### src/design/lenet_mac_pkg.sv
`default_nettype none

package lenet_mac_pkg;

    typedef logic [7:0]  act_t;     // unsigned activation, in and out.
    typedef logic [7:0]  weight_t;  // unsigned kernel weight.
    typedef logic [15:0] product_t;
    typedef logic [23:0] acc_t;     // holds 256 full-scale products.

    parameter int DEFAULT_LANES     = 4;   // output channels.
    parameter int DEFAULT_TAPS      = 25;  // one 5x5 kernel.
    parameter int DEFAULT_OUT_SHIFT = 8;

endpackage

`default_nettype wire

### src/design/lenet_approx_mult.sv
`timescale 1ns/1ns
`default_nettype none

module lenet_approx_mult (
    input  wire lenet_mac_pkg::act_t     x,
    input  wire lenet_mac_pkg::weight_t  y,
    output lenet_mac_pkg::product_t      z
);

    import lenet_mac_pkg::*;

    weight_t     pp [8];     // partial product rows, row i weighs 2**i.
    logic [12:0] corr [5];   // compressed rows 0 to 5.

    always_comb begin
        for (int i = 0; i < 8; i++) begin
            pp[i] = y & {8{x[i]}};
        end
    end

    // rows 0 to 5 are never summed exactly; adjacent pairs are merged
    // bit by bit into five sparse correction terms.
    always_comb begin
        for (int k = 0; k < 5; k++) begin
            corr[k] = '0;
        end

        corr[0][3]  = pp[0][3] | pp[1][2];
        corr[0][4]  = pp[0][4] & pp[1][3];
        corr[0][6]  = pp[0][6] | pp[1][5];
        corr[0][7]  = pp[0][7] ^ pp[1][6];
        corr[0][8]  = pp[1][7];
        corr[0][9]  = pp[2][6] & pp[3][5];
        corr[0][10] = pp[3][7];
        corr[0][11] = pp[4][6] & pp[5][5];
        corr[0][12] = pp[4][7] & pp[5][6];

        corr[1][4]  = pp[2][2] & pp[3][1];
        corr[1][6]  = pp[4][1] & pp[5][0];
        corr[1][7]  = pp[2][4] ^ pp[3][3];
        corr[1][8]  = pp[2][5] | pp[3][4];
        corr[1][9]  = pp[2][7] | pp[3][6];
        corr[1][10] = pp[4][5] & pp[5][4];
        corr[1][11] = pp[4][7] ^ pp[5][6];
        corr[1][12] = pp[5][7];

        corr[2][6]  = pp[4][1] | pp[5][0];
        corr[2][7]  = pp[4][3] ^ pp[5][2];
        corr[2][8]  = pp[2][6] ^ pp[3][5];
        corr[2][9]  = pp[4][5] ^ pp[5][4];
        corr[2][10] = pp[4][6] ^ pp[5][5];

        corr[3][8]  = pp[4][4] & pp[5][3];  // carry-like term.
        corr[4][8]  = pp[4][4] | pp[5][3];
    end

    // the two top rows stay exact.
    assign z = product_t'({pp[6], 6'b0})
             + product_t'({pp[7], 7'b0})
             + product_t'(corr[0])
             + product_t'(corr[1])
             + product_t'(corr[2])
             + product_t'(corr[3])
             + product_t'(corr[4]);

endmodule

`default_nettype wire

### src/design/lenet_mac_array.sv
`timescale 1ns/1ns
`default_nettype none

module lenet_mac_array #(
    parameter  int LANES       = lenet_mac_pkg::DEFAULT_LANES,
    parameter  int KERNEL_TAPS = lenet_mac_pkg::DEFAULT_TAPS,
    parameter  int OUT_SHIFT   = lenet_mac_pkg::DEFAULT_OUT_SHIFT,
    localparam int TAP_W       = (KERNEL_TAPS > 1) ? $clog2(KERNEL_TAPS) : 1,
    localparam int LANE_W      = (LANES > 1) ? $clog2(LANES) : 1
) (
    input  wire                          clk,
    input  wire                          arst_n,
    input  wire                          pixel_valid,
    input  wire lenet_mac_pkg::act_t     pixel,
    input  wire                          weight_wr,
    input  wire [LANE_W-1:0]             weight_lane,
    input  wire [TAP_W-1:0]              weight_tap,
    input  wire lenet_mac_pkg::weight_t  weight_data,
    output logic                         result_valid,
    output logic [LANE_W-1:0]            result_lane,
    output lenet_mac_pkg::act_t          result_data
);

    import lenet_mac_pkg::*;

    logic             tap_valid;
    act_t             tap_pixel;
    logic [TAP_W-1:0] tap_index;
    logic             tap_first;
    logic             tap_last;
    logic [LANES-1:0] lane_wr;
    logic [TAP_W-1:0] wr_tap;
    weight_t          wr_data;
    logic [LANES-1:0] lane_done;
    acc_t             lane_sum [LANES];

    tap_feeder #(
        .LANES       (LANES),
        .KERNEL_TAPS (KERNEL_TAPS)
    ) u_feeder (
        .clk         (clk),
        .arst_n      (arst_n),
        .pixel_valid (pixel_valid),
        .pixel       (pixel),
        .weight_wr   (weight_wr),
        .weight_lane (weight_lane),
        .weight_tap  (weight_tap),
        .weight_data (weight_data),
        .tap_valid   (tap_valid),
        .tap_pixel   (tap_pixel),
        .tap_index   (tap_index),
        .tap_first   (tap_first),
        .tap_last    (tap_last),
        .lane_wr     (lane_wr),
        .wr_tap      (wr_tap),
        .wr_data     (wr_data)
    );

    // one lane per output channel.
    for (genvar i = 0; i < LANES; i++) begin : g_lane
        mac_lane #(
            .KERNEL_TAPS (KERNEL_TAPS)
        ) u_lane (
            .clk       (clk),
            .arst_n    (arst_n),
            .tap_valid (tap_valid),
            .tap_pixel (tap_pixel),
            .tap_index (tap_index),
            .tap_first (tap_first),
            .tap_last  (tap_last),
            .wr_en     (lane_wr[i]),
            .wr_tap    (wr_tap),
            .wr_data   (wr_data),
            .done      (lane_done[i]),
            .sum       (lane_sum[i])
        );
    end

    result_drain #(
        .LANES     (LANES),
        .OUT_SHIFT (OUT_SHIFT)
    ) u_drain (
        .clk          (clk),
        .arst_n       (arst_n),
        .lane_done    (lane_done),
        .lane_sum     (lane_sum),
        .result_valid (result_valid),
        .result_lane  (result_lane),
        .result_data  (result_data)
    );

endmodule

`default_nettype wire

### src/design/mac_lane.sv
`timescale 1ns/1ns
`default_nettype none

module mac_lane #(
    parameter  int KERNEL_TAPS = lenet_mac_pkg::DEFAULT_TAPS,
    localparam int TAP_W       = (KERNEL_TAPS > 1) ? $clog2(KERNEL_TAPS) : 1
) (
    input  wire                          clk,
    input  wire                          arst_n,
    input  wire                          tap_valid,
    input  wire lenet_mac_pkg::act_t     tap_pixel,
    input  wire [TAP_W-1:0]              tap_index,
    input  wire                          tap_first,
    input  wire                          tap_last,
    input  wire                          wr_en,
    input  wire [TAP_W-1:0]              wr_tap,
    input  wire lenet_mac_pkg::weight_t  wr_data,
    output logic                         done,
    output lenet_mac_pkg::acc_t          sum
);

    import lenet_mac_pkg::*;

    weight_t  weights [KERNEL_TAPS];
    weight_t  tap_weight;
    product_t mult_out;
    product_t prod;       // stage 1.
    logic     prod_valid;
    logic     prod_first;
    logic     prod_last;
    acc_t     acc;        // stage 2.

    assign tap_weight = weights[tap_index];

    lenet_approx_mult u_mult (
        .x (tap_pixel),
        .y (tap_weight),
        .z (mult_out)
    );

    always_ff @(posedge clk or negedge arst_n) begin
        if (!arst_n) begin
            for (int t = 0; t < KERNEL_TAPS; t++) begin
                weights[t] <= '0;
            end
        end else if (wr_en) begin
            weights[wr_tap] <= wr_data;
        end
    end

    always_ff @(posedge clk or negedge arst_n) begin
        if (!arst_n) begin
            prod_valid <= 1'b0;
            prod_first <= 1'b0;
            prod_last  <= 1'b0;
            done       <= 1'b0;
            acc        <= '0;
        end else begin
            prod_valid <= tap_valid;
            prod_first <= tap_valid && tap_first;
            prod_last  <= tap_valid && tap_last;
            done       <= prod_valid && prod_last;  // one cycle with the final sum.
            if (prod_valid) begin
                acc <= prod_first ? acc_t'(prod) : acc + acc_t'(prod);
            end
        end
    end

    always_ff @(posedge clk) begin
        prod <= mult_out;
    end

    assign sum = acc;

endmodule

`default_nettype wire

### src/design/result_drain.sv
`timescale 1ns/1ns
`default_nettype none

module result_drain #(
    parameter  int LANES     = lenet_mac_pkg::DEFAULT_LANES,
    parameter  int OUT_SHIFT = lenet_mac_pkg::DEFAULT_OUT_SHIFT,
    localparam int LANE_W    = (LANES > 1) ? $clog2(LANES) : 1
) (
    input  wire                       clk,
    input  wire                       arst_n,
    input  wire [LANES-1:0]           lane_done,
    input  wire lenet_mac_pkg::acc_t  lane_sum [LANES],
    output logic                      result_valid,
    output logic [LANE_W-1:0]         result_lane,
    output lenet_mac_pkg::act_t       result_data
);

    import lenet_mac_pkg::*;

    acc_t              sums [LANES];
    acc_t              scaled;
    act_t              clipped;
    logic              busy;
    logic [LANE_W-1:0] lane_cnt;

    // each lane latches its own sum; lane 0 starts the walk.
    always_ff @(posedge clk) begin
        for (int i = 0; i < LANES; i++) begin
            if (lane_done[i]) begin
                sums[i] <= lane_sum[i];
            end
        end
    end

    always_ff @(posedge clk or negedge arst_n) begin
        if (!arst_n) begin
            busy     <= 1'b0;
            lane_cnt <= '0;
        end else if (lane_done[0]) begin
            busy     <= 1'b1;
            lane_cnt <= '0;
        end else if (busy) begin
            lane_cnt <= lane_cnt + 1'b1;
            if (lane_cnt == LANE_W'(LANES - 1)) begin
                busy <= 1'b0;
            end
        end
    end

    assign scaled  = sums[lane_cnt] >> OUT_SHIFT;
    assign clipped = (scaled > acc_t'(255)) ? 8'hff : scaled[7:0];  // saturate.

    always_ff @(posedge clk or negedge arst_n) begin
        if (!arst_n) begin
            result_valid <= 1'b0;
            result_lane  <= '0;
        end else begin
            result_valid <= busy;
            result_lane  <= lane_cnt;
        end
    end

    always_ff @(posedge clk) begin
        result_data <= clipped;
    end

endmodule

`default_nettype wire

### src/design/tap_feeder.sv
`timescale 1ns/1ns
`default_nettype none

module tap_feeder #(
    parameter  int LANES       = lenet_mac_pkg::DEFAULT_LANES,
    parameter  int KERNEL_TAPS = lenet_mac_pkg::DEFAULT_TAPS,
    localparam int TAP_W       = (KERNEL_TAPS > 1) ? $clog2(KERNEL_TAPS) : 1,
    localparam int LANE_W      = (LANES > 1) ? $clog2(LANES) : 1
) (
    input  wire                          clk,
    input  wire                          arst_n,
    input  wire                          pixel_valid,
    input  wire lenet_mac_pkg::act_t     pixel,
    input  wire                          weight_wr,
    input  wire [LANE_W-1:0]             weight_lane,
    input  wire [TAP_W-1:0]              weight_tap,
    input  wire lenet_mac_pkg::weight_t  weight_data,
    output logic                         tap_valid,
    output lenet_mac_pkg::act_t          tap_pixel,
    output logic [TAP_W-1:0]             tap_index,
    output logic                         tap_first,
    output logic                         tap_last,
    output logic [LANES-1:0]             lane_wr,
    output logic [TAP_W-1:0]             wr_tap,
    output lenet_mac_pkg::weight_t       wr_data
);

    logic [TAP_W-1:0] tap_cnt;   // position inside the current window.
    logic             cnt_last;

    assign cnt_last = (tap_cnt == TAP_W'(KERNEL_TAPS - 1));

    always_ff @(posedge clk or negedge arst_n) begin
        if (!arst_n) begin
            tap_cnt   <= '0;
            tap_valid <= 1'b0;
            tap_index <= '0;
            tap_first <= 1'b0;
            tap_last  <= 1'b0;
        end else begin
            tap_valid <= pixel_valid;
            if (pixel_valid) begin
                tap_index <= tap_cnt;
                tap_first <= (tap_cnt == '0);
                tap_last  <= cnt_last;
                tap_cnt   <= cnt_last ? '0 : tap_cnt + 1'b1;  // wrap per window.
            end
        end
    end

    always_ff @(posedge clk) begin
        if (pixel_valid) begin
            tap_pixel <= pixel;
        end
    end

    // one-hot lane select for weight loads.
    always_ff @(posedge clk or negedge arst_n) begin
        if (!arst_n) begin
            lane_wr <= '0;
        end else begin
            for (int i = 0; i < LANES; i++) begin
                lane_wr[i] <= weight_wr && (weight_lane == LANE_W'(i));
            end
        end
    end

    always_ff @(posedge clk) begin
        wr_tap  <= weight_tap;
        wr_data <= weight_data;
    end

endmodule

`default_nettype wire

### config.mk
export PLATFORM = sky130hd
export DESIGN_NAME = lenet_mac_array
export DESIGN_NICKNAME = d
export VERILOG_FILES = /design/src/design/lenet_mac_pkg.sv /design/src/design/lenet_approx_mult.sv /design/src/design/lenet_mac_array.sv /design/src/design/mac_lane.sv /design/src/design/result_drain.sv /design/src/design/tap_feeder.sv
export SDC_FILE = /design/constraint.sdc
export NUM_CORES = 2
export LEC_CHECK = 0
export BUFFER_PORTS_ARGS = -buffer_cell sky130_fd_sc_hd__buf_2
export CAP_MARGIN = 20
export CORE_MARGIN = 5
export CORE_UTILIZATION = 50
export DETAILED_ROUTE_END_ITERATION = 8
export PLACE_DENSITY = 0.68
export RECOVER_POWER = 50
export SKIP_LAST_GASP = 1
export SLEW_MARGIN = 10
export SYNTH_ARGS = -nofsm -noshare
export SYNTH_HDL_FRONTEND = slang
export SYNTH_HIERARCHICAL = 1
export SYNTH_SLANG_ARGS = --single-unit
### constraint.sdc
create_clock -name clk -period 7.2 [get_ports clk]
set_input_delay 0.72 -clock clk [delete_from_list [all_inputs] [get_ports clk]]
set_output_delay 0.72 -clock clk [all_outputs]
set_load 0.01 [all_outputs]
==> metrics.md <==
| Metric | Value |
|---|---|
| FP Rows | 121 |
| Tot GR Track Use | 22.08% |
| Vias | roughly 33000 |
| TritonCTS clock tree | yes |
| Area delta synth->final | 10.44% |
| Routed WL per cell | roughly 23 um |
| Cells after Synth | 3989 |
| Hold Path Class | input pin to async pin |
| Clock Power Share | 31.9% |
| Initial DRT Pass Iterations | 5 |
| Crit share post-route | 90.79% |
| Worst Slack Setup Final | about 0.66 ns |
| Switching Share | approximately a third |
| Largest net degree at the start of global routing | between 150 and 200 |
| WL final | roughly 130000 um |
| Fin Hold WS | ~0.075 ns |
| Layout cell share with drive strength beyond 1 | approximately 33% |
| Accumulated negative setup slack | 0 ns |
| Placed insts | between 5000 and 6000 |
| RSZ-0062 raised after global routing | false |
| Placement Setup Slack | 0.6248 ns |
| DIE AREA | 0.1167 mm2 |
| Post-synth EDFFs | slightly above 70 |
| First-pass GRT wire length | 203500 um |
| Sw power | just over 6 mW |
| # Post-CTS Setup Buffers | 0 |
| F_max | roughly 150 MHz |
| Core area | ~0.11 mm2 |
| Post-cts sizing count | 0 |
| Yosys reg bits | 1092 |
| # IOs | 38 |
| Tmin final | 6.537 ns |
| Mean Syn Cell Area | between 10 and 15 um2 |
| Sequential power share | about two fifths |
| Reg clk slew, reported paths | about 0.07 ns |
| CTS max path bufs | 3 |
| Lkg Pwr | 28.54 nW |
| Final clock skew | 0.04723 ns |
| Fin util | a little under three fifths |
| Antenna-violating nets left | 0 |
| Placed Area | 0.05678 mm2 |
| Largest cells by area after synthesis | dfrtp_1 (43%), mux2_2 (17%), mux4_2 (7.9%) |
| Share of the synthesized area in the top cell type | between 40% and 50% |
| Final Non-Filler Cells | between 5000 and 6000 |
| DP Wirelength | between 80000 and 90000 um |
| Final Slew Violations | 912 |
| Peak VDD IR | between 0.15 and 0.2 mV |
| Slew HR | -194.2% |
| Detailed Route Iter0 Violations | between 2000 and 2500 |
| Status | complete, but fails checks |
| Post-synth top flop | dfrtp_1 |
| Critical path capture point type | register |
| Violated checks | max-capacitance violations, max-slew violations |
| # Max-Cap Violations | 12 |
| Post-synthesis cell type count | 82 |
| Yosys warnings | 6 |
| Final #Nets | 4314 |
| RePlAce Congestion | ~0.81 |
| Kind of critical path | register to register |
| Post-DR vias/cell | slightly below 6 |
| Final Hold Vio Count | 0 |
| Initial antenna violation count | 1 |
| CTS Hold Buffers Added | 0 |
| Comb pwr share | slightly below 30% |
| Clock Latency Late Sink | 0.71 ns |
| Setup-failing EPs final | 0 |
| Synthesized area | roughly 0.055 mm2 |
| Die W | roughly 340 um |
| Seq/Total Area, Yosys | around half |
| Most common cell after layout, fill and taps aside | dfrtp_1 |
| IO Port Bufs | 37 |
| Clock sink count | between 1000 and 1500 |
| P per Cell Area | 322.7 mW/mm2 |
| CTS Buf Count | between 100 and 150 |
| Pwr Total | 19.60 mW |
| Grt ovf | 0 |
| CP Max Fanout | 19 |
| Root Driver | clkbuf_16 |
| Chip height | around 340 um |
| Finished Cell Area | 0.06073 mm2 |
| # DRC | 0 |
| H-tree depth | 3 |
| Crit start category | register |
| WP data required | 7.81 ns |
| Commonest cells after routing, fill and taps aside | dfrtp_1 (931), mux2_2 (840), nand2_1 (217), mux4_2 (194), ha_1 (171) |
| Internal | about 13 mW |
| Post-synth ARST share | between 80% and 90% |
| Worst Tran Pin Value | roughly 4.4 ns |
| Area leader, netlist | dfrtp_1 |
| Crit path arrival time | about 7.2 ns |
| Number of global-route vias before repair | 34270 |
| Initial Util | between 50% and 60% |
cell usage after synthesis (all sizes together), types with 88 or more instances:
cell,n
ha,171
inv,114
nor2,128
a21oi,133
nand2,217
o21ai,93
dfrtp,935
clkbuf,121
mux2,840
fa,88
mux4,233
and2,126
flip-flops by register name, summed over array words and instances (netlist names), 8 cells and up:
| signal | cells |
|---|---|
| u_feeder/tap_pixel | 8 |
| g_lane.u_lane/sum | 96 |
| u_feeder/wr_data | 8 |
| u_drain/sums | 64 |
| u_drain/result_data | 8 |
| g_lane.u_lane/weights | 800 |
| g_lane.u_lane/prod | 64 |
power groups by stage:
stage,combinational (mW),clock (mW),sequential [mW]
after floorplan,4.42,0,7.36
after global placement,5.64,0,7.72
after detailed placement,5.72,0,7.74
after CTS,5.76,6.40,7.63
after global routing,6.34,6.68,7.72
final,5.73,6.25,7.63
area by class of cell:
class	instances	area (um2)
timing repair buffer	104	757.0
clock inverter	44	593.1
antenna	2	5.005
fill	8762	48270
multi-input combinational	2600	26430
tap	1414	1769
sequential	1092	27300
inverter	114	427.9
clock buffer	168	3442
per-layer routing:
metal	GRT usage, %	vias to the layer above	wire length, um
li1	-	14730	-
met1	32.02	17310	58470
met2	35.51	621	60300
met3	3.059	152	5488
met4	5.646	0	2660
met5	0	-	0
kinds of logic (layout without fill, tap and decap cells):
group	count (synthesis)	in the layout	share of synthesized area, %
compound gates	416	416	4.967
fa+ha+maj	259	259	7.094
buf+inv	305	430	2.405
flops	1092	1092	49.57
other cells	4	14	0.02730
simple gates	699	699	6.548
mux	1129	1129	28.03
xor+xnor	85	85	1.354
final timing paths:
path | from | to | slack [ns] | cells after the start
max | u_feeder/tap_index[0] | g_lane[2].u_lane/prod[15] | 0.66 | 18
min | arst_n | g_lane[1].u_lane/sum[12] | 0.07 | 1
max reg2reg | u_feeder/tap_index[0] | g_lane[2].u_lane/prod[15] | 0.66 | 18
min reg2reg | g_lane[0].u_lane/prod_last | g_lane[0].u_lane/done | 0.45 | 1
max in group asynchronous | arst_n | g_lane[0].u_lane/weights[197] | 2.24 | 2
min in group clk | weight_data[2] | u_feeder/wr_data[2] | 0.10 | 1
worst max-delay path, stage by stage, from the launching register on:
cell      delay [ns]
dfrtp_4         0.72
buf_4           0.46
mux4_2          0.56
mux4_2          0.51
mux2_2          0.34
and2_1          0.18
ha_1            0.30
fa_1            0.47
fa_1            0.49
inv_1           0.06
fa_1            0.53
inv_1           0.05
fa_1            0.41
ha_1            0.23
fa_1            0.43
a211oi_1        0.27
o21bai_1        0.10
a21oi_1         0.18
xnor2_1         0.12
(Power assumes the default switching activity.)
